==> config.mk <==
export PLATFORM = sky130hd
export DESIGN_NAME = rom_loader
export DESIGN_NICKNAME = d
export VERILOG_FILES = /design/src/design/rom_loader_pkg.sv /design/src/design/romcopy_sequencer.sv /design/src/design/copy_address_counter.sv /design/src/design/rom_halfword_stream.sv /design/src/design/cart_header_scan.sv /design/src/design/rom_loader.sv
export SDC_FILE = /design/constraint.sdc
export NUM_CORES = 1
export LEC_CHECK = 0
export ABC_AREA = 1
export BUFFER_PORTS_ARGS = -buffer_cell sky130_fd_sc_hd__buf_2
export CAP_MARGIN = 10
export CORE_UTILIZATION = 45
export CTS_CLUSTER_SIZE = 24
export DETAILED_ROUTE_END_ITERATION = 10
export GPL_TIMING_DRIVEN = 0
export HOLD_SLACK_MARGIN = 0.12
export SLEW_MARGIN = 20
export SYNTH_ARGS = -nofsm -noshare
export SYNTH_HDL_FRONTEND = slang
export SYNTH_SLANG_ARGS = --single-unit
==> constraint.sdc <==
create_clock -name clk_sys -period 4.55 [get_ports clk_sys]
set_clock_uncertainty 0.1 [all_clocks]
set_input_delay 0.455 -clock clk_sys [delete_from_list [all_inputs] [get_ports clk_sys]]
set_output_delay 0.455 -clock clk_sys [all_outputs]
set_load 0.01 [all_outputs]
==> src/design/rom_loader_pkg.sv <==
//========================================
// ROM loader shared definitions
// Widths, ROM base offset, beat views and port structs
//========================================

package rom_loader_pkg;

	localparam int ROM_ADDR_W = 27;  // ROM byte address width
	localparam int BEAT_BYTES = 8;   // One DDR beat
	localparam int WORD_BYTES = 4;   // One SDRAM word

	// Game ROM sits at the same byte offset in DDR and SDRAM
	localparam logic [ROM_ADDR_W-1:0] ROM_BASE_BYTE = 27'd786432;

	//========================================
	// Beat views
	//========================================

	// Index 0 is the low half in both views
	typedef union packed {
		logic [1:0][31:0] dword;  // SDRAM write path
		logic [3:0][15:0] half;   // Header scan path
	} rom_beat_u;

	//========================================
	// Port structs
	//========================================

	typedef struct packed {
		logic                  req;
		logic [ROM_ADDR_W-3:0] addr;  // Dword address
		logic [31:0]           data;
	} sd_wr_t;

	typedef struct packed {
		logic                  req;
		logic [ROM_ADDR_W-4:0] addr;  // Qword address
	} ddr_rd_t;

	typedef struct packed {
		logic                  wr;
		logic [ROM_ADDR_W-1:0] addr;  // ROM byte address
		logic [15:0]           data;
	} rom_half_t;

	typedef struct packed {
		logic sram_off;      // Hide SRAM from the game
		logic memory_remap;  // Mirror a small ROM over the full range
		logic gpio;
		logic tilt;
		logic solar;
		logic sprite_limit;  // Enforce the per-line sprite pixel budget
	} cart_quirks_t;

endpackage

==> src/design/romcopy_sequencer.sv <==
//========================================
// ROM copy sequencer
// Paces DDR beat reads and the two SDRAM
// dword writes that follow each beat
//========================================
`timescale 1ns/1ps

module romcopy_sequencer (
	input  logic                      clk_sys,
	input  logic                      reset,
	input  logic                      download_done,
	input  logic                      sdram_en,
	input  logic                      ddr_ack,
	input  logic                      sd_ack,
	input  logic                      last_beat,
	input  rom_loader_pkg::rom_beat_u beat_in,
	output logic                      ddr_req,
	output logic                      read_step,
	output logic                      write_step,
	output logic                      stream_load,
	output logic                      copy_active,
	output logic                      sd_req_lo,  // SDRAM write strobe, once per dword
	output logic [31:0]               sd_data
);

	typedef enum logic [2:0] {
		st_idle,
		st_issue,
		st_wait_ddr,
		st_write_lo,
		st_write_hi
	} state_t;

	state_t                    state;
	rom_loader_pkg::rom_beat_u beat_q;
	logic                      write_done;
	logic                      in_write;

	assign read_step   = (state == st_wait_ddr) && ddr_ack;
	assign stream_load = read_step;  // Stream takes the beat straight off the DDR bus

	// Without SDRAM each write state passes in one cycle
	assign write_done = sd_ack || !sdram_en;
	assign in_write   = (state == st_write_lo) || (state == st_write_hi);
	assign write_step = in_write && write_done;

	//========================================
	// State machine
	//========================================

	always_ff @(posedge clk_sys) begin
		if (reset) begin
			state       <= st_idle;
			copy_active <= 1'b0;
			ddr_req     <= 1'b0;
			sd_req_lo   <= 1'b0;
		end else begin
			ddr_req   <= 1'b0;
			sd_req_lo <= 1'b0;
			case (state)
				st_idle: begin
					if (download_done) begin
						state       <= st_issue;
						copy_active <= 1'b1;
					end
				end
				st_issue: begin
					if (last_beat) begin  // Whole ROM read
						state       <= st_idle;
						copy_active <= 1'b0;
					end else begin
						ddr_req <= 1'b1;
						state   <= st_wait_ddr;
					end
				end
				st_wait_ddr: begin
					if (ddr_ack) begin
						state     <= st_write_lo;
						sd_req_lo <= sdram_en;
					end
				end
				st_write_lo: begin
					if (write_done) begin
						state     <= st_write_hi;
						sd_req_lo <= sdram_en;
					end
				end
				st_write_hi: begin
					if (write_done)
						state <= st_issue;
				end
				default: state <= st_idle;
			endcase
		end
	end

	// Beat and outgoing dword
	always_ff @(posedge clk_sys) begin
		if (read_step) begin
			beat_q  <= beat_in;
			sd_data <= beat_in.dword[0];
		end else if ((state == st_write_lo) && write_done) begin
			sd_data <= beat_q.dword[1];
		end
	end

	// DDR traffic stays inside the copy window
	a_ddr_in_copy: assert property (@(posedge clk_sys) disable iff (reset)
		ddr_req |-> copy_active);

	// SDRAM stays untouched while it is disabled
	a_sd_needs_en: assert property (@(posedge clk_sys) disable iff (reset)
		sd_req_lo |-> sdram_en);

endmodule

==> src/design/copy_address_counter.sv <==
//========================================
// Copy address counter
// Read and write byte positions of the copy
//========================================
`timescale 1ns/1ps

module copy_address_counter (
	input  logic                                  clk_sys,
	input  logic                                  reset,
	input  logic                                  download_done,
	input  logic                                  read_step,
	input  logic                                  write_step,
	input  logic [rom_loader_pkg::ROM_ADDR_W-1:0] rom_size,
	output logic [rom_loader_pkg::ROM_ADDR_W-1:0] read_pos,
	output logic [rom_loader_pkg::ROM_ADDR_W-1:0] write_pos,
	output logic                                  last_beat
);

	logic [rom_loader_pkg::ROM_ADDR_W-1:0] size_q;

	always_ff @(posedge clk_sys) begin
		if (reset) begin
			size_q    <= '0;
			read_pos  <= '0;
			write_pos <= '0;
		end else if (download_done) begin  // New cart starts from byte 0
			size_q    <= rom_size;
			read_pos  <= '0;
			write_pos <= '0;
		end else begin
			if (read_step)
				read_pos <= read_pos + rom_loader_pkg::ROM_ADDR_W'(rom_loader_pkg::BEAT_BYTES);
			if (write_step)
				write_pos <= write_pos + rom_loader_pkg::ROM_ADDR_W'(rom_loader_pkg::WORD_BYTES);
		end
	end

	// A partial last beat is still read in full
	assign last_beat = (read_pos >= size_q);

endmodule

==> src/design/rom_halfword_stream.sv <==
//========================================
// ROM halfword stream
// Replays a copied beat as four addressed halfwords
//========================================
`timescale 1ns/1ps

module rom_halfword_stream (
	input  logic                                  clk_sys,
	input  logic                                  reset,
	input  logic                                  load,
	input  rom_loader_pkg::rom_beat_u             beat,
	input  logic [rom_loader_pkg::ROM_ADDR_W-1:0] base_addr,
	output rom_loader_pkg::rom_half_t             half
);

	logic [2:0][15:0]                      pending;  // Halfwords not yet sent
	logic [1:0]                            count;
	logic                                  wr_q;
	logic [rom_loader_pkg::ROM_ADDR_W-1:0] addr_q;
	logic [15:0]                           data_q;

	always_ff @(posedge clk_sys) begin
		if (reset) begin
			wr_q  <= 1'b0;
			count <= '0;
		end else if (load) begin
			wr_q  <= 1'b1;
			count <= 2'd3;
		end else begin
			wr_q <= (count != '0);
			if (count != '0)
				count <= count - 2'd1;
		end
	end

	// First halfword leaves on the load edge, the rest shift down
	always_ff @(posedge clk_sys) begin
		if (load) begin
			data_q  <= beat.half[0];
			addr_q  <= base_addr;
			pending <= beat.half[3:1];
		end else if (count != '0) begin
			data_q  <= pending[0];
			addr_q  <= addr_q + rom_loader_pkg::ROM_ADDR_W'(2);
			pending <= {16'h0000, pending[2:1]};
		end
	end

	assign half = '{wr: wr_q, addr: addr_q, data: data_q};

	// Sequencer spacing must leave room for all four halfwords
	a_load_spacing: assert property (@(posedge clk_sys) disable iff (reset)
		load |-> (count == '0));

endmodule

==> src/design/cart_header_scan.sv <==
//========================================
// Cartridge header scanner
// Finds the FLASH1M_V save tag, captures the
// game id and decodes compatibility quirks
//========================================
`timescale 1ns/1ps

module cart_header_scan (
	input  logic                         clk_sys,
	input  logic                         reset,
	input  logic                         download_done,
	input  rom_loader_pkg::rom_half_t    half,
	output logic                         flash_1m,
	output rom_loader_pkg::cart_quirks_t quirks
);

	logic [63:0] history;  // Last eight ROM bytes, newest in the low byte
	logic [31:0] cart_id;  // Game code in file order
	logic [15:0] swapped;
	logic        tag_even;
	logic        tag_odd;

	//========================================
	// Quirk table
	//========================================

	function automatic rom_loader_pkg::cart_quirks_t decode_quirks(input logic [31:0] id);
		rom_loader_pkg::cart_quirks_t q;
		q = '0;
		if (id[31:8] == "AR8" || id[31:8] == "ALG" || id[31:8] == "AI2")
			q.sram_off = 1'b1;  // Games that probe SRAM as emulator detection
		if (id[31:8] == "BPE" || id[31:8] == "AXV")
			q.gpio = 1'b1;      // RTC on GPIO lines
		if (id[31:8] == "BHG")
			q.sprite_limit = 1'b1;
		if (id[31:24] == "K")
			q.tilt = 1'b1;      // Tilt sensor carts
		if (id[31:24] == "U") begin  // Solar sensor carts
			q.gpio  = 1'b1;
			q.solar = 1'b1;
		end
		if (id[31:24] == "F") begin  // NES classics
			q.sram_off     = 1'b1;
			q.memory_remap = 1'b1;
			if (id == "FMRJ") begin
				q.memory_remap = 1'b0;
				q.sprite_limit = 1'b1;
			end
		end
		return q;
	endfunction

	// Byte at the even address sits in the low half
	assign swapped  = {half.data[7:0], half.data[15:8]};
	assign tag_even = ({history, half.data[7:0]} == "FLASH1M_V");
	assign tag_odd  = ({history[55:0], swapped} == "FLASH1M_V");

	always_ff @(posedge clk_sys) begin
		if (reset || download_done) begin
			flash_1m <= 1'b0;
			quirks   <= '0;
		end else if (half.wr) begin
			if (tag_even || tag_odd)
				flash_1m <= 1'b1;
			if (half.addr == rom_loader_pkg::ROM_ADDR_W'('hB0))  // First halfword after the id
				quirks <= decode_quirks(cart_id);
		end
	end

	// Cleared per cart so a tag never spans two images
	always_ff @(posedge clk_sys) begin
		if (reset || download_done)
			history <= '0;
		else if (half.wr)
			history <= {history[47:0], swapped};
	end

	//========================================
	// Game id capture, bytes 0xAC to 0xAF
	//========================================

	always_ff @(posedge clk_sys) begin
		if (half.wr) begin
			if (half.addr == rom_loader_pkg::ROM_ADDR_W'('hAC))
				cart_id[31:16] <= swapped;
			if (half.addr == rom_loader_pkg::ROM_ADDR_W'('hAE))
				cart_id[15:0] <= swapped;
		end
	end

endmodule

==> src/design/rom_loader.sv <==
//========================================
// Cartridge ROM loader
// Copies the ROM from DDR to SDRAM and scans its header
//========================================
`timescale 1ns/1ps

module rom_loader (
	input  logic                                  clk_sys,
	input  logic                                  reset,
	input  logic                                  download_done,
	input  logic [rom_loader_pkg::ROM_ADDR_W-1:0] rom_size,
	input  logic                                  sdram_en,
	input  logic                                  ddr_ack,
	input  logic [63:0]                           ddr_data,
	input  logic                                  sd_ack,
	output rom_loader_pkg::ddr_rd_t               ddr_rd,
	output rom_loader_pkg::sd_wr_t                sd_wr,
	output logic                                  copy_active,
	output logic                                  flash_1m,
	output rom_loader_pkg::cart_quirks_t          quirks
);

	logic                                  ddr_req;
	logic                                  read_step;
	logic                                  write_step;
	logic                                  stream_load;
	logic                                  sd_req;
	logic                                  last_beat;
	logic [31:0]                           sd_data;
	logic [rom_loader_pkg::ROM_ADDR_W-1:0] read_pos;
	logic [rom_loader_pkg::ROM_ADDR_W-1:0] write_pos;
	logic [rom_loader_pkg::ROM_ADDR_W-1:0] ddr_byte;
	logic [rom_loader_pkg::ROM_ADDR_W-1:0] sd_byte;
	logic [rom_loader_pkg::ROM_ADDR_W-4:0] ddr_addr_hold;
	logic [rom_loader_pkg::ROM_ADDR_W-3:0] sd_addr_hold;
	rom_loader_pkg::rom_half_t             half;

	romcopy_sequencer u_seq (
		.clk_sys(clk_sys), .reset(reset), .download_done(download_done),
		.sdram_en(sdram_en), .ddr_ack(ddr_ack), .sd_ack(sd_ack),
		.last_beat(last_beat), .beat_in(ddr_data), .ddr_req(ddr_req),
		.read_step(read_step), .write_step(write_step), .stream_load(stream_load),
		.copy_active(copy_active), .sd_req_lo(sd_req), .sd_data(sd_data)
	);

	copy_address_counter u_cnt (
		.clk_sys(clk_sys), .reset(reset), .download_done(download_done),
		.read_step(read_step), .write_step(write_step), .rom_size(rom_size),
		.read_pos(read_pos), .write_pos(write_pos), .last_beat(last_beat)
	);

	// Beat address is the read position before its step
	rom_halfword_stream u_stream (
		.clk_sys(clk_sys), .reset(reset), .load(stream_load),
		.beat(ddr_data), .base_addr(read_pos), .half(half)
	);

	cart_header_scan u_scan (
		.clk_sys(clk_sys), .reset(reset), .download_done(download_done),
		.half(half), .flash_1m(flash_1m), .quirks(quirks)
	);

	//========================================
	// Memory addresses
	//========================================

	assign ddr_byte = rom_loader_pkg::ROM_BASE_BYTE + read_pos;
	assign sd_byte  = rom_loader_pkg::ROM_BASE_BYTE + write_pos;

	// Positions move on ack, so keep the address of the last request
	always_ff @(posedge clk_sys) begin
		if (ddr_req)
			ddr_addr_hold <= ddr_byte[rom_loader_pkg::ROM_ADDR_W-1:3];
		if (sd_req)
			sd_addr_hold <= sd_byte[rom_loader_pkg::ROM_ADDR_W-1:2];
	end

	assign ddr_rd.req  = ddr_req;
	assign ddr_rd.addr = ddr_req ? ddr_byte[rom_loader_pkg::ROM_ADDR_W-1:3] : ddr_addr_hold;
	assign sd_wr.req   = sd_req;
	assign sd_wr.addr  = sd_req ? sd_byte[rom_loader_pkg::ROM_ADDR_W-1:2] : sd_addr_hold;
	assign sd_wr.data  = sd_data;

endmodule

# --- Word level (Yosys, flattened, before mapping) ---
# Index checks and enable logic that the tools add are counted.
totals:
  output_inout_bits: 91
  input_bits: 97
  reg_bits: 429
op_classes:
  bitwise: 1
  eq_ne: 24
  reduce_logical: 24
  order_cmp: 1
  muxes: 36
  n_addsub: 6
op_table:
  columns: ["op", "count"]
  rows:
  - ["$eq 24x23->1 const B", 6]
  - ["$eq 72x71->1 const B", 2]
  - ["$mux 48", 2]
  - ["$eq 27x8->1 const B", 3]
  - ["$mux 32", 2]
  - ["$add 20x27->27 const A", 2]
  - ["$mux 27", 2]
  - ["$eq 32x31->1 const B", 1]
  - ["$mux 16", 2]
  - ["$add 27x2->27 const B", 1]
  - ["$add 27x3->27 const B", 1]
  - ["$add 27x4->27 const B", 1]
  - ["$ge 27x27->1", 1]
  - ["$mux 25", 1]
  - ["$eq 8x7->1 const B", 3]
  - ["$mux 24", 1]
  - ["$mux 1", 15]
  - ["$pmux 3 s5", 1]
  - ["$mux 3", 4]
  - ["$mux 2", 4]
  - ["$reduce_and 2->1", 4]
  - ["$reduce_bool 2->1", 4]
  - ["$logic_or 1x1->1", 7]
  - ["$eq 3x2->1 const B", 2]
  - ["other kinds (13)", 20]

# --- Logic depth before layout (Yosys ltp) ---
# Gate-level depths: netlist of the first run.
logic_depth:
  word_depth: 5
  ltp_mapped: 13
  ltp_nobuf: 13

# --- Cells and area by module ---
# From an unflattened synthesis of the first run, not the netlist that was laid out.
hier_totals:
  cells_unflattened: 2256
  hier_area_um2: 17979.7
by_module_without_submodules:
  columns: ["mod", "area_each_um2", "cells_per_inst", "n_inst"]
  rows:
  - ["rom_halfword_stream", 4590.7, 519, 1]
  - ["cart_header_scan", 4455.5, 573, 1]
  - ["copy_address_counter", 4301.6, 663, 1]
  - ["romcopy_sequencer", 2702.6, 226, 1]
  - ["rom_loader", 1929.4, 275, 1]

# --- Least setup slack after synthesis of the first run ---
# Ideal clock, no wire load.
synth_timing:
  kind: "flip-flop to flip-flop"
  start: "register u_seq.state[0]"
  end: "register u_stream.addr_q[10] (netlist name) (enable)"
  path_stages_with_launch: 7
  t_required_ns: 4.006
  t_arrival_ns: 2.722
  n_path_buf: 1
  synth_period_minus_slack_ns: 3.266
  path_slack_ns: 1.284
  cell_sequence: "dfxtp_1 -> inv_1 -> nand4_4 -> inv_2 -> buf_2 -> nor2_1 -> inv_1"
synth_via:
  elab_chain_cells: 3
synth_rtl:
  columns: ["item", "line_no", "text"]
  rows:
  - ["from (decl)", "romcopy_sequencer.sv:34", "state_t state;"]
  - ["from (signal assigned)", "romcopy_sequencer.sv:53", "state <= st_idle;"]
  - ["from (signal assigned)", "romcopy_sequencer.sv:63", "state <= st_issue;"]
  - ["from (signal assigned)", "romcopy_sequencer.sv:69", "state <= st_idle;"]
  - ["$eq 3x2->1", "romcopy_sequencer.sv:39", "assign read_step = (state == st_wait_ddr) && ddr_ack;"]
  - ["$logic_and 1x1->1", "romcopy_sequencer.sv:39", null]
  - ["$reduce_bool 2->1 (no line)", null, null]
  - ["to (signal assigned)", "rom_halfword_stream.sv:40", "addr_q <= base_addr;"]
  - ["to (signal assigned)", "rom_halfword_stream.sv:44", "addr_q <= addr_q + rom_loader_pkg::ROM_ADDR_W'(2);"]
  - ["to (decl)", "rom_halfword_stream.sv:19", "logic [rom_loader_pkg::ROM_ADDR_W-1:0] addr_q;"]
# No other way between the ends.
# A chain may end at the register's enable or synchronous reset.

==> run metrics, run 1 <==
Tightest Pin Transition=0.793 ns; Setup-failing EPs final=0; clock root buffer=sky130_fd_sc_hd__clkbuf_16; Avg Vias per Cell=5.03; Worst setup SP type=flip-flop; Syn. warnings=0; GRT overflow=0; Post-DP Area=0.0188 mm²; ANT cells=0; data arrival time of the critical path=2.44 ns; number of flops mapped to enable cells by yosys=186; number of antenna violations at the first check in global routing=0; crit path time final=3.00 ns; largest area contributor in the synthesized netlist=sky130_fd_sc_hd__edfxtp_1; cell depth of the worst hold path=3; part of the power in the clock network=33.8%; endpoint kind of the worst setup timing path=output pin; fraction of layout cells with a size suffix above 1=12.8%; status=finished clean; vertical die dimension=197 µm; distinct cell type count after synthesis=46; worst reg2reg path depth=6; flip-flop and latch count after synthesis=391; Placeable Area=0.0376 mm²; launch instance of the worst min-delay path=ddr_data[22]; number of max-capacitance violations reported=0; final cell area excluding filler cells=0.0211 mm²; clock tree from TritonCTS=yes; fraction of registers with async set or reset after synthesis=0%; layout overhead on the synthesized area=23.3%; initial core utilization=45.6%; number of clock buffers inserted by TritonCTS=42; power share of the combinational group=17.3%; final WL=46200 µm; max frequency=333 MHz; number of DRC markers after the initial detailed-route iteration=966; critical register-to-register path endpoint=u_seq.sd_data[21]; synthesized netlist net count=2127; number of nets with antenna violations after routing=0; first-pass iteration count of the detailed router=5; largest voltage drop on the vdd net=0.331 mV; wire per inst=16.1 µm; net switching power=0.00298 W; width of the die=197 µm; # port buffers=186; number of remaining DRC errors=0; WHS=0.137 ns; remaining max-slew budget at the tightest pin=47.1%; Reg2Reg Setup Slack=1.64 ns; power density over the cells=480 mW/mm²; Min-Delay Path Class=in2reg; via count of the routed design=14400; setup repair after global routing missed its margin=no; Net Sw Frac=29.4%; clock input transition at the sequential cells of the worst setup and hold paths=0.06 ns; register area share after synthesis=56.6%; Tot GR Track Use=24.2%; number of placement rows=71; min setup slack post-route=1.55 ns; internal power=0.00716 W; reg2reg start=u_seq.state[2]; required time of the critical path=3.99 ns; cell types with the largest area share after synthesis=sky130_fd_sc_hd__edfxtp_1, sky130_fd_sc_hd__dfxtp_1, sky130_fd_sc_hd__nand2_1; synthesized area per cell=8.58 µm²; most frequent cell after synthesis=sky130_fd_sc_hd__nand2_1; Die Footprint=0.0388 mm²; placer congestion estimate=0.898; type of the worst setup path=reg2out; nets@finish=2453; maximum clock path buffer count=3; sequential share of power=48.9%; Pleak=8.64 nW; H-tree lvl count=2; count of final max-slew check failures=0; overall power consumption=0.0101 W; number of global-route vias before repair=13900; setup repair bufs after CTS=0; sum of net half-perimeters after detailed placement=33600 µm; top flip-flop cell by instance count after synthesis=sky130_fd_sc_hd__dfxtp_1; count of final hold-check violations=0; count of clock tree sinks=391; top-level I/O count=188; ranking of synthesized cells by instance count=sky130_fd_sc_hd__nand2_1, sky130_fd_sc_hd__inv_1, sky130_fd_sc_hd__dfxtp_1; Post-Syn Instances=1996; first-pass GRT wire length=73400 µm; placement-stage worst setup slack=1.57 ns; aggregate negative setup slack=0 ns; Yosys top cell area share=32.6%; end point of the most critical hold path=u_stream.pending[6]; largest net degree at the start of global routing=58; clock latency at the later pin of the worst-skew pair=0.56 ns; summed instance area of the synthesized netlist=0.0171 mm²; ratio of final minimum period to clock period=65.9%; Critical Path Fanout Max=7
## registers in the layout, indices dropped and copies added, names as in the netlist, 2 cells and up
signal            count
u_seq.sd_data        32
u_scan.quirks         6
u_cnt.size_q         27
u_cnt.read_pos       24
u_stream.count        2
u_scan.history       64
u_cnt.write_pos      25
sd_addr_hold         25
u_scan.cart_id       32
u_stream.addr_q      26
ddr_addr_hold        24
u_seq.state           3
u_seq.beat_q         32
u_stream.pending     48
u_stream.data_q      16
## worst max-delay path by stage
| stage | start | endpoint | cells past startpoint |
|---|---|---|---|
| floorplan | u_seq.state[0] | u_stream.addr_q[10] | 6 |
| global placement | ddr_ack | u_stream.pending[42] | 6 |
| detailed placement | ddr_ack | u_seq.sd_data[23] | 6 |
| CTS | u_cnt.read_pos[20] | ddr_rd[22] | 8 |
| global route | u_cnt.read_pos[20] | ddr_rd[22] | 8 |
| finish | u_cnt.read_pos[20] | ddr_rd[22] | 8 |
## cell type report
type / instances / area [µm²]
buffer: 73 / 290
inverter: 223 / 840
fill: 3436 / 16500
sequential: 391 / 9690
clock buffer: 59 / 1250
multi-input combinational: 1309 / 6320
timing repair buffer: 282 / 1940
clock inverter: 19 / 135
tap: 511 / 639
## placed cells by master, fill, tap and decap left out, drive strengths merged, types with 5 or more instances in the layout
cell type,n
nand2,563
edfxtp,186
dfxtp,205
buf,206
o21ai,168
nand3b,5
clkbuf,117
or2,6
nor3,61
ha,34
clkinv,17
nor2,159
dlygate4sd3,91
nor4,18
xor2,35
nand3,52
nand4,36
inv,223
a21oi,147
## worst max-delay path, stage by stage, from the launching register on
cell,delay (ns)
sky130_fd_sc_hd__dfxtp_1,0.34
sky130_fd_sc_hd__clkbuf_1,0.34
sky130_fd_sc_hd__inv_1,0.15
sky130_fd_sc_hd__a21oi_1,0.23
sky130_fd_sc_hd__inv_1,0.10
sky130_fd_sc_hd__nor2_1,0.13
sky130_fd_sc_hd__xor2_1,0.09
sky130_fd_sc_hd__o21ai_0,0.31
sky130_fd_sc_hd__buf_2,0.20
## through the flow
stage	utilization [%]	std cells
5_1_grt	56.2	2867
3_5_place_dp	50.1	2698
3_3_place_gp	49.8	2693
6_report	56.2	2867
4_1_cts	56.2	2867
2_1_floorplan	-	1996
## power groups by stage
stage	combinational (W)	sequential, W	clock, W
floorplan	0.00113	0.00490	0
global placement	0.00160	0.00506	0
detailed placement	0.00169	0.00503	0
CTS	0.00176	0.00495	0.00349
global route	0.00199	0.00502	0.00362
finish	0.00176	0.00496	0.00342
## logic make-up (layout without fill, tap and decap cells)
kind of cell / count (synthesis) / after routing / share of synthesized area, %
XOR/XNOR: 39 / 39 / 1.99
flip-flops: 391 / 391 / 56.6
AO/OA/AOI/OAI: 328 / 328 / 9.75
adder cells (fa/ha/maj): 34 / 34 / 2.48
AND/OR/NAND/NOR: 908 / 908 / 22.6
buffers and inverters: 296 / 656 / 6.58
## timing repair
action                    in CTS  in global routing
hold buffers                  91                  0
resized for setup              0                  0
hold endpoints to repair     139                  0
## per-layer routing
metal	GRT usage (%)	up-vias	share of wire, %
li1	-	7227	-
met1	32.7	6736	46
met2	39.9	380	47
met3	3.07	80	4.9
met4	8.67	0	2.6
met5	0	-	0
(Power assumes the default switching activity.)
==> inputs of run 2 (changes only) <==
--- a/config.mk
+++ b/config.mk
@@ -5,7 +5,7 @@
 export SDC_FILE = /design/constraint.sdc
 export NUM_CORES = 1
 export LEC_CHECK = 0
-export ABC_AREA = 1
+export ABC_AREA = 0
 export BUFFER_PORTS_ARGS = -buffer_cell sky130_fd_sc_hd__buf_2
 export CAP_MARGIN = 10
 export CORE_UTILIZATION = 45
@@ -13,6 +13,7 @@
 export DETAILED_ROUTE_END_ITERATION = 10
 export GPL_TIMING_DRIVEN = 0
 export HOLD_SLACK_MARGIN = 0.12
+export PLACE_DENSITY = 0.67
 export SLEW_MARGIN = 20
 export SYNTH_ARGS = -nofsm -noshare
 export SYNTH_HDL_FRONTEND = slang
==> constraint.sdc (replaced) <==
create_clock -name clk_sys -period 2.75 [get_ports clk_sys]
set_clock_uncertainty 0.1 [all_clocks]
set_input_delay 0.275 -clock clk_sys [delete_from_list [all_inputs] [get_ports clk_sys]]
set_output_delay 0.275 -clock clk_sys [all_outputs]
set_load 0.01 [all_outputs]
==> run metrics, run 2 <==
status=finished with violations; violated checks=design-rule violations; number of max-capacitance violations reported=0 (unchanged); net switching power=0.00427 W (+43%); largest voltage drop on the vdd net=0.683 mV (+110%); count of final max-slew check failures=0 (unchanged); most repeated library cell on the critical path=sky130_fd_sc_hd__buf_4; Yosys top cell area share=34.2% (+1.6 points); summed instance area of the synthesized netlist=0.0163 mm² (-4.6%); commonest cells after routing, fill and taps aside=sky130_fd_sc_hd__nand2_1, sky130_fd_sc_hd__dfxtp_1, sky130_fd_sc_hd__buf_2, sky130_fd_sc_hd__edfxtp_1, sky130_fd_sc_hd__nor2_1; fraction of layout cells with a size suffix above 1=17.1% (+4.3 points); ranking of synthesized cells by instance count=sky130_fd_sc_hd__nand2_1, sky130_fd_sc_hd__dfxtp_1, sky130_fd_sc_hd__edfxtp_1; cell types with the largest area share after synthesis=sky130_fd_sc_hd__edfxtp_1, sky130_fd_sc_hd__dfxtp_1, sky130_fd_sc_hd__nand2_1; most frequent cell after synthesis=sky130_fd_sc_hd__nand2_1; Tot GR Track Use=21.0% (-3.2 points); wire per inst=16.5 µm (+2.0%); Avg Vias per Cell=5.13 (+2.0%); commonest non-fill, non-tap cell in the layout=sky130_fd_sc_hd__nand2_1; Placeable Area=0.0357 mm² (-5.1%); Pleak=7.96 nW (-7.9%); number of antenna violations at the first check in global routing=0 (unchanged); required time of the critical path=3.07 ns (-0.92 ns); uppermost routed layer=met4; largest family of logic cells by synthesized area=simple AND/OR/NAND/NOR gates; clock tree from TritonCTS=yes; Worst Path Buf+Inv=2 (-2); area share of fa/ha/maj cells after synthesis=2.60% (+0.12 points); number of global-route vias before repair=11900 (-15%); Net Sw Frac=26.9% (-2.5 points); number of remaining DRC errors=18 (+18); clock input transition at the sequential cells of the worst setup and hold paths=0.06 ns (about the same); flip-flop and latch count after synthesis=391 (unchanged); clock latency at the later pin of the worst-skew pair=0.56 ns (about the same); min setup slack post-route=0.125 ns (-1.43 ns); ratio of final minimum period to clock period=95.5%; critical path, cell by cell=buf_4 > nand4bb_1 > buf_4 > nor4_4 > nand4_1 > nor3_1 > xnor2_1 > nor2_1; flip-flop count of the largest register, all copies and words added=64 (unchanged); remaining max-slew budget at the tightest pin=42.8% (-4.4 points); first-pass GRT wire length=61200 µm (-17%); CP endpoint=u_cnt.read_pos[26]; sum of net half-perimeters after detailed placement=26800 µm (-20%); # port buffers=186 (unchanged); synthesized netlist net count=1645 (-23%); routed metal-1 wire length=17400 µm (-18%); Reg2Reg Setup Slack=0.12 ns (-1.52 ns); maximum clock path buffer count=3 (unchanged); cell with the biggest individual delay on the critical path=sky130_fd_sc_hd__nor4_4; largest delay contributor family on the critical path=simple AND/OR/NAND/NOR gates; number of placement rows=69 (-2.8%); Top reg by flops=u_scan.history; reg2reg start=u_seq.state[1]; post-synthesis share of cell area spent on xor and xnor gates=4.02% (+2.0 points); internal power=0.0116 W (+62%); number of DRC markers after the initial detailed-route iteration=816 (-16%); placement-stage worst setup slack=-0.302 ns (-1.88 ns); aggregate negative setup slack=0 ns (unchanged); number of nets with antenna violations after routing=0 (unchanged); Layout Utilization=57.1% (+0.97 points); type of the worst setup path=reg2reg; Post-Syn Instances=1514 (-24%); H-tree lvl count=2 (unchanged); layout overhead on the synthesized area=24.7%; via count of the routed design=12000 (-17%); crit path time final=2.63 ns; timing startpoint of the critical path=u_seq.state[1]; Synth Area in Simple Gates=19.2% (-3.4 points); amount of wire on met3 after detailed routing=2050 µm (-8.6%); endpoint kind of the worst setup timing path=flip-flop; initial core utilization=45.8% (+0.24 points); worst reg2reg path depth=8 (+2); critical register-to-register path endpoint=u_cnt.read_pos[26]; CP peak stage delay=0.53 ns (+0.19 ns); width of the die=193 µm (-2.3%); number of flops mapped to enable cells by yosys=186 (unchanged); fraction of registers with async set or reset after synthesis=0% (unchanged); count of final hold-check violations=0 (unchanged); FILL cells=2945 (-14%); count of clock tree sinks=391 (unchanged); vertical die dimension=193 µm (-2.3%); Critical Path Fanout Max=10 (+3); nets@finish=1976 (-19%); data arrival time of the critical path=2.95 ns (+0.51 ns); largest area contributor in the synthesized netlist=sky130_fd_sc_hd__edfxtp_1; synthesized area per cell=10.8 µm² (+26%); Setup-failing EPs final=0 (unchanged); Die Footprint=0.0371 mm² (-4.6%); met2 layer wire length in the routed design=18200 µm (-16%); top flip-flop cell by instance count after synthesis=sky130_fd_sc_hd__dfxtp_1; final WL=38500 µm (-17%); part of the power in the clock network=35.9% (+2.1 points); largest net degree at the start of global routing=91 (+57%); sequential share of power=50.3% (+1.4 points); distinct cell type count after synthesis=61 (+33%); power density over the cells=778 mW/mm² (+62%); Worst setup SP type=flip-flop; number of clock buffers inserted by TritonCTS=42 (unchanged); GRT overflow=0 (unchanged); Synth Area in Compound Gates=3.62% (-6.1 points); max frequency=381 MHz; leading registers by flop count=u_scan.history (64), u_stream.pending (48); setup repair after global routing missed its margin=no; first-pass iteration count of the detailed router=8 (+3); top-level I/O count=188 (unchanged); post-synthesis mux area share=8.43% (+8.4 points); Critical Path Stages=8 (unchanged); Syn. warnings=0 (unchanged); clock root buffer=sky130_fd_sc_hd__clkbuf_16; Min-Delay Path Class=in2reg; placer congestion estimate=0.878 (-2.2%); register area share after synthesis=59.3% (+2.7 points); ANT cells=0 (unchanged); Tightest Pin Transition=0.858 ns (+0.0654 ns); overall power consumption=0.0158 W (+56%); power share of the combinational group=13.8% (-3.5 points)
## run 2: cell count changes after synthesis, sizes merged, moves of 18 or more
cell   change
a21oi    -100
and2      +18
inv      -177
mux2      +36
mux2i     +97
nand2    -295
nor2      +19
nor3      -41
o21ai    -127
xnor2     +31
## run 2: power by group through the flow
stage                     combinational, W  sequential [W]  clock [W]
after global routing               0.00246         0.00807    0.00601
after detailed placement           0.00207         0.00808          0
after floorplan                    0.00149         0.00788          0
after CTS                          0.00220         0.00797    0.00580
final                              0.00218         0.00797    0.00569
after global placement             0.00198         0.00811          0
## run 2: how the worst min path moves through the flow
stage                     cells after the start               end        startpoint  slack, ns
after detailed placement                      1   sd_addr_hold[1]   sd_addr_hold[1]       0.36
after floorplan                               0  u_seq.beat_q[32]      ddr_data[32]       0.27
after CTS                                     5    u_seq.state[1]     download_done       0.14
after global routing                          5    u_seq.state[1]     download_done       0.23
after global placement                        2  sd_addr_hold[17]  sd_addr_hold[17]       0.35
final                                         5     u_seq.ddr_req     download_done       0.17
## run 2: final cells by class
| class | instances | area, µm² | share of cell area (%) |
|---|---|---|---|
| multi-input cells | 1008 | 6240 | 30.6 |
| clock inverters | 15 | 195 | 0.958 |
| flip-flops and latches | 391 | 9690 | 47.6 |
| repair buffers | 287 | 1980 | 9.71 |
| plain buffers | 69 | 293 | 1.44 |
| inverters | 46 | 178 | 0.872 |
| well taps | 461 | 577 | 2.83 |
| clock buffers | 60 | 1220 | 5.99 |
## run 2: cell families after synthesis
| family | after synthesis |
|---|---|
| buf+inv | 115 |
| xor+xnor | 75 |
| mux | 133 |
| fa+ha+maj | 34 |
| compound gates | 107 |
| simple gates | 659 |
| flops | 391 |
## run 2: routing by layer
layer / vias to the layer above / GRT usage, %
li1: 5916 / -
met1: 5711 / 28.2
met2: 302 / 34.7
met3: 62 / 3.35
met4: 0 / 6.45
met5: - / 0
## run 2: stage by stage
step / cell area [µm²] / std cells / hold slack [ns]
floorplan: 16300 / 1514 / 0.274
global placement: 17800 / 2161 / 0.352
detailed placement: 17900 / 2164 / 0.360
CTS: 20400 / 2337 / 0.143
global route: 20400 / 2337 / 0.226
finish: 20400 / 2337 / 0.172
## run 2: tightest hold or removal path, stage by stage
cell                       delay, ns
sky130_fd_sc_hd__buf_2          0.11
sky130_fd_sc_hd__nor3_1         0.05
sky130_fd_sc_hd__o22ai_1        0.14
sky130_fd_sc_hd__nand2b_1       0.10
sky130_fd_sc_hd__nor2_1         0.11
## run 2: repair_timing
action | in CTS | in global routing
pin swaps | 2 | 0
buffers inserted | 2 | 0
hold buffers | 96 | 0
hold endpoints to repair | 160 | 0
resized for setup | 3 | 7
setup endpoints to repair | 38 | 53
==> inputs of run 3 (changes only) <==
--- a/config.mk
+++ b/config.mk
@@ -13,7 +13,7 @@
 export DETAILED_ROUTE_END_ITERATION = 10
 export GPL_TIMING_DRIVEN = 0
 export HOLD_SLACK_MARGIN = 0.12
-export PLACE_DENSITY = 0.67
+export RECOVER_POWER = 100
 export SLEW_MARGIN = 20
 export SYNTH_ARGS = -nofsm -noshare
 export SYNTH_HDL_FRONTEND = slang
==> constraint.sdc (replaced) <==
create_clock -name clk_sys -period 2.6 [get_ports clk_sys]
set_clock_uncertainty 0.1 [all_clocks]
set_input_delay 0.26 -clock clk_sys [delete_from_list [all_inputs] [get_ports clk_sys]]
set_output_delay 0.26 -clock clk_sys [all_outputs]
set_load 0.01 [all_outputs]
==> run metrics, run 3 (synthesized netlist as in run 2, its figures left out) <==
number of placement rows=69 (unchanged); layout overhead on the synthesized area=24.6% (about the same); Setup-failing EPs final=0 (unchanged); H-tree lvl count=2 (unchanged); endpoint kind of the worst setup timing path=flip-flop; remaining max-slew budget at the tightest pin=41.4% (-1.3 points); CP endpoint=u_scan.cart_id[25]; type of the worst setup path=reg2reg; min setup slack post-route=0.0885 ns (-0.0361 ns); number of DRC markers after the initial detailed-route iteration=574 (-30%); Avg Vias per Cell=5.14 (about the same); setup repair after global routing missed its margin=no; Layout Utilization=57.1% (about the same); WHS=0.206 ns (+0.0336 ns); data arrival time of the critical path=2.69 ns (-0.26 ns); clock root buffer=sky130_fd_sc_hd__clkbuf_16; number of max-capacitance violations reported=0 (unchanged); Pleak=7.74 nW (-2.7%); max frequency=398 MHz (+4.5%); count of clock tree sinks=391 (unchanged); clock tree from TritonCTS=yes; commonest non-fill, non-tap cell in the layout=sky130_fd_sc_hd__nand2_1; fraction of layout cells with a size suffix above 1=12.7% (-4.3 points); power density over the cells=838 mW/mm² (+7.7%); violated checks=design-rule violations; ANT cells=0 (unchanged); timing startpoint of the critical path=u_stream.addr_q[23]; largest voltage drop on the vdd net=0.602 mV (-12%); ratio of final minimum period to clock period=96.6% (+1.1 points); crit path time final=2.51 ns (-0.114 ns); critical register-to-register path endpoint=u_scan.cart_id[25]; clock input transition at the sequential cells of the worst setup and hold paths=0.06 ns (about the same); leading registers by flop count=u_scan.history (64), u_stream.pending (48); sum of net half-perimeters after detailed placement=27100 µm (+1.3%); first-pass iteration count of the detailed router=8 (unchanged); Min-Delay Path Class=in2reg; number of global-route vias before repair=11700 (-1.4%); Die Footprint=0.0371 mm² (unchanged); fin cells=2344 (+0.30%); nets@finish=1980 (+0.20%); required time of the critical path=2.77 ns (-0.30 ns); overall power consumption=0.0171 W (+7.6%); final WL=39400 µm (+2.5%); amount of wire on met3 after detailed routing=2350 µm (+15%); placer congestion estimate=0.860 (-2.1%); worst reg2reg path depth=5 (-3); flip-flop count of the largest register, all copies and words added=64 (unchanged); number of nets with antenna violations after routing=0 (unchanged); placement-stage worst setup slack=-0.498 ns (-0.196 ns); maximum clock path buffer count=3 (unchanged); number of antenna violations at the first check in global routing=0 (unchanged); FILL cells=3122 (+6.0%); number of clock buffers inserted by TritonCTS=44 (+4.8%); via count of the routed design=12000 (+0.38%); Tot GR Track Use=21.5% (+0.49 points); CP peak stage delay=0.73 ns (+0.20 ns); commonest cells after routing, fill and taps aside=sky130_fd_sc_hd__nand2_1, sky130_fd_sc_hd__dfxtp_1, sky130_fd_sc_hd__edfxtp_1, sky130_fd_sc_hd__nor2_1, sky130_fd_sc_hd__clkbuf_1; Reg2Reg Setup Slack=0.09 ns (-0.04 ns); uppermost routed layer=met4; GRT overflow=0 (unchanged); initial core utilization=45.8% (unchanged); reg2reg start=u_stream.addr_q[23]; count of final hold-check violations=0 (unchanged); critical path, cell by cell=nor4b_4 > nand4_1 > or4b_2 > nor2_2 > buf_6; Top reg by flops=u_scan.history; vertical die dimension=193 µm (unchanged); width of the die=193 µm (unchanged); Placeable Area=0.0357 mm² (unchanged); Critical Path Fanout Max=16 (+6); routed metal-1 wire length=18000 µm (+3.4%); top-level I/O count=188 (unchanged); Tightest Pin Transition=0.878 ns (+0.0201 ns); # port buffers=186 (unchanged); first-pass GRT wire length=61900 µm (+1.3%); number of remaining DRC errors=22 (+4); met2 layer wire length in the routed design=18100 µm (-0.45%); Worst setup SP type=flip-flop; clock latency at the later pin of the worst-skew pair=0.59 ns (+0.03 ns); count of final max-slew check failures=0 (unchanged); post-placement cell count=2164 (unchanged); wire per inst=16.8 µm (+2.2%); status=finished with violations; cell with the biggest individual delay on the critical path=sky130_fd_sc_hd__or4b_2; largest net degree at the start of global routing=91 (unchanged)
==> run 3: changes by cell type in the layout (fill, tap and decap cells not counted), sizes merged <==
| cell | previous run | this run |
|---|---|---|
| clkinvlp | 0 | 2 |
| buf | 216 | 101 |
| clkinv | 12 | 9 |
| nand2 | 268 | 269 |
| dlygate4sd3 | 96 | 97 |
| clkbuf | 104 | 224 |
| inv | 47 | 48 |
==> run 3: critical path: cells and delay by family (launching register included) <==
family | cells | cell delay [ns]
flops | 1 | 0.48
simple gates | 4 | 1.40
buf+inv | 1 | 0.21
==> run 3: worst min path at each step <==
stage                                 from          endpoint  slack (ns)  cells past startpoint
after floorplan               ddr_data[32]  u_seq.beat_q[32]        0.26                      0
final                              ddr_ack    u_seq.state[0]        0.21                      7
after CTS                          ddr_ack    u_seq.state[0]        0.15                      7
after global routing               ddr_ack    u_seq.state[0]        0.21                      7
after detailed placement      ddr_data[54]  u_seq.beat_q[54]        0.35                      1
after global placement    sd_addr_hold[17]  sd_addr_hold[17]        0.34                      2
==> run 3: layout make-up <==
type	instances	area, µm²	share of cell area (%)
clock inverters	15	184	0.904
multi-input cells	1009	6270	30.8
clock buffers	65	1300	6.40
flip-flops and latches	391	9700	47.7
repair buffers	289	1830	9.01
plain buffers	68	303	1.49
inverters	46	178	0.873
well taps	461	577	2.83
==> run 3: timing repair <==
| action | in CTS | in global routing |
|---|---|---|
| buffers inserted | 2 | 1 |
| setup endpoints to repair | 95 | 197 |
| hold endpoints to repair | 162 | 0 |
| pin swaps | 3 | 1 |
| gates cloned | 0 | 1 |
| gates resized for setup | 12 | 27 |
| hold buffers | 97 | 0 |
==> run 3: stage by stage <==
step / cell area [µm²] / setup TNS (ns)
after floorplan: 16300 / -3.93
after global placement: 17900 / -168.10
after detailed placement: 17900 / -36.17
after CTS: 20500 / 0
after global routing: 20400 / 0
final: 20400 / 0
==> run 3: where the power goes <==
group          switching (W)  leakage, nW  total, W  internal (W)
logic                0.00142         3.60   0.00234      0.000911
registers           0.000648         3.41   0.00846       0.00781
clock network        0.00256        0.729   0.00626       0.00370
total                0.00463         7.74    0.0171        0.0124
==> run 3: layer usage <==
metal / vias up / track usage [%]
li1: 5938 / -
met1: 5720 / 28.8
met2: 312 / 34.7
met3: 67 / 4.89
met4: 0 / 6.24
met5: - / 0
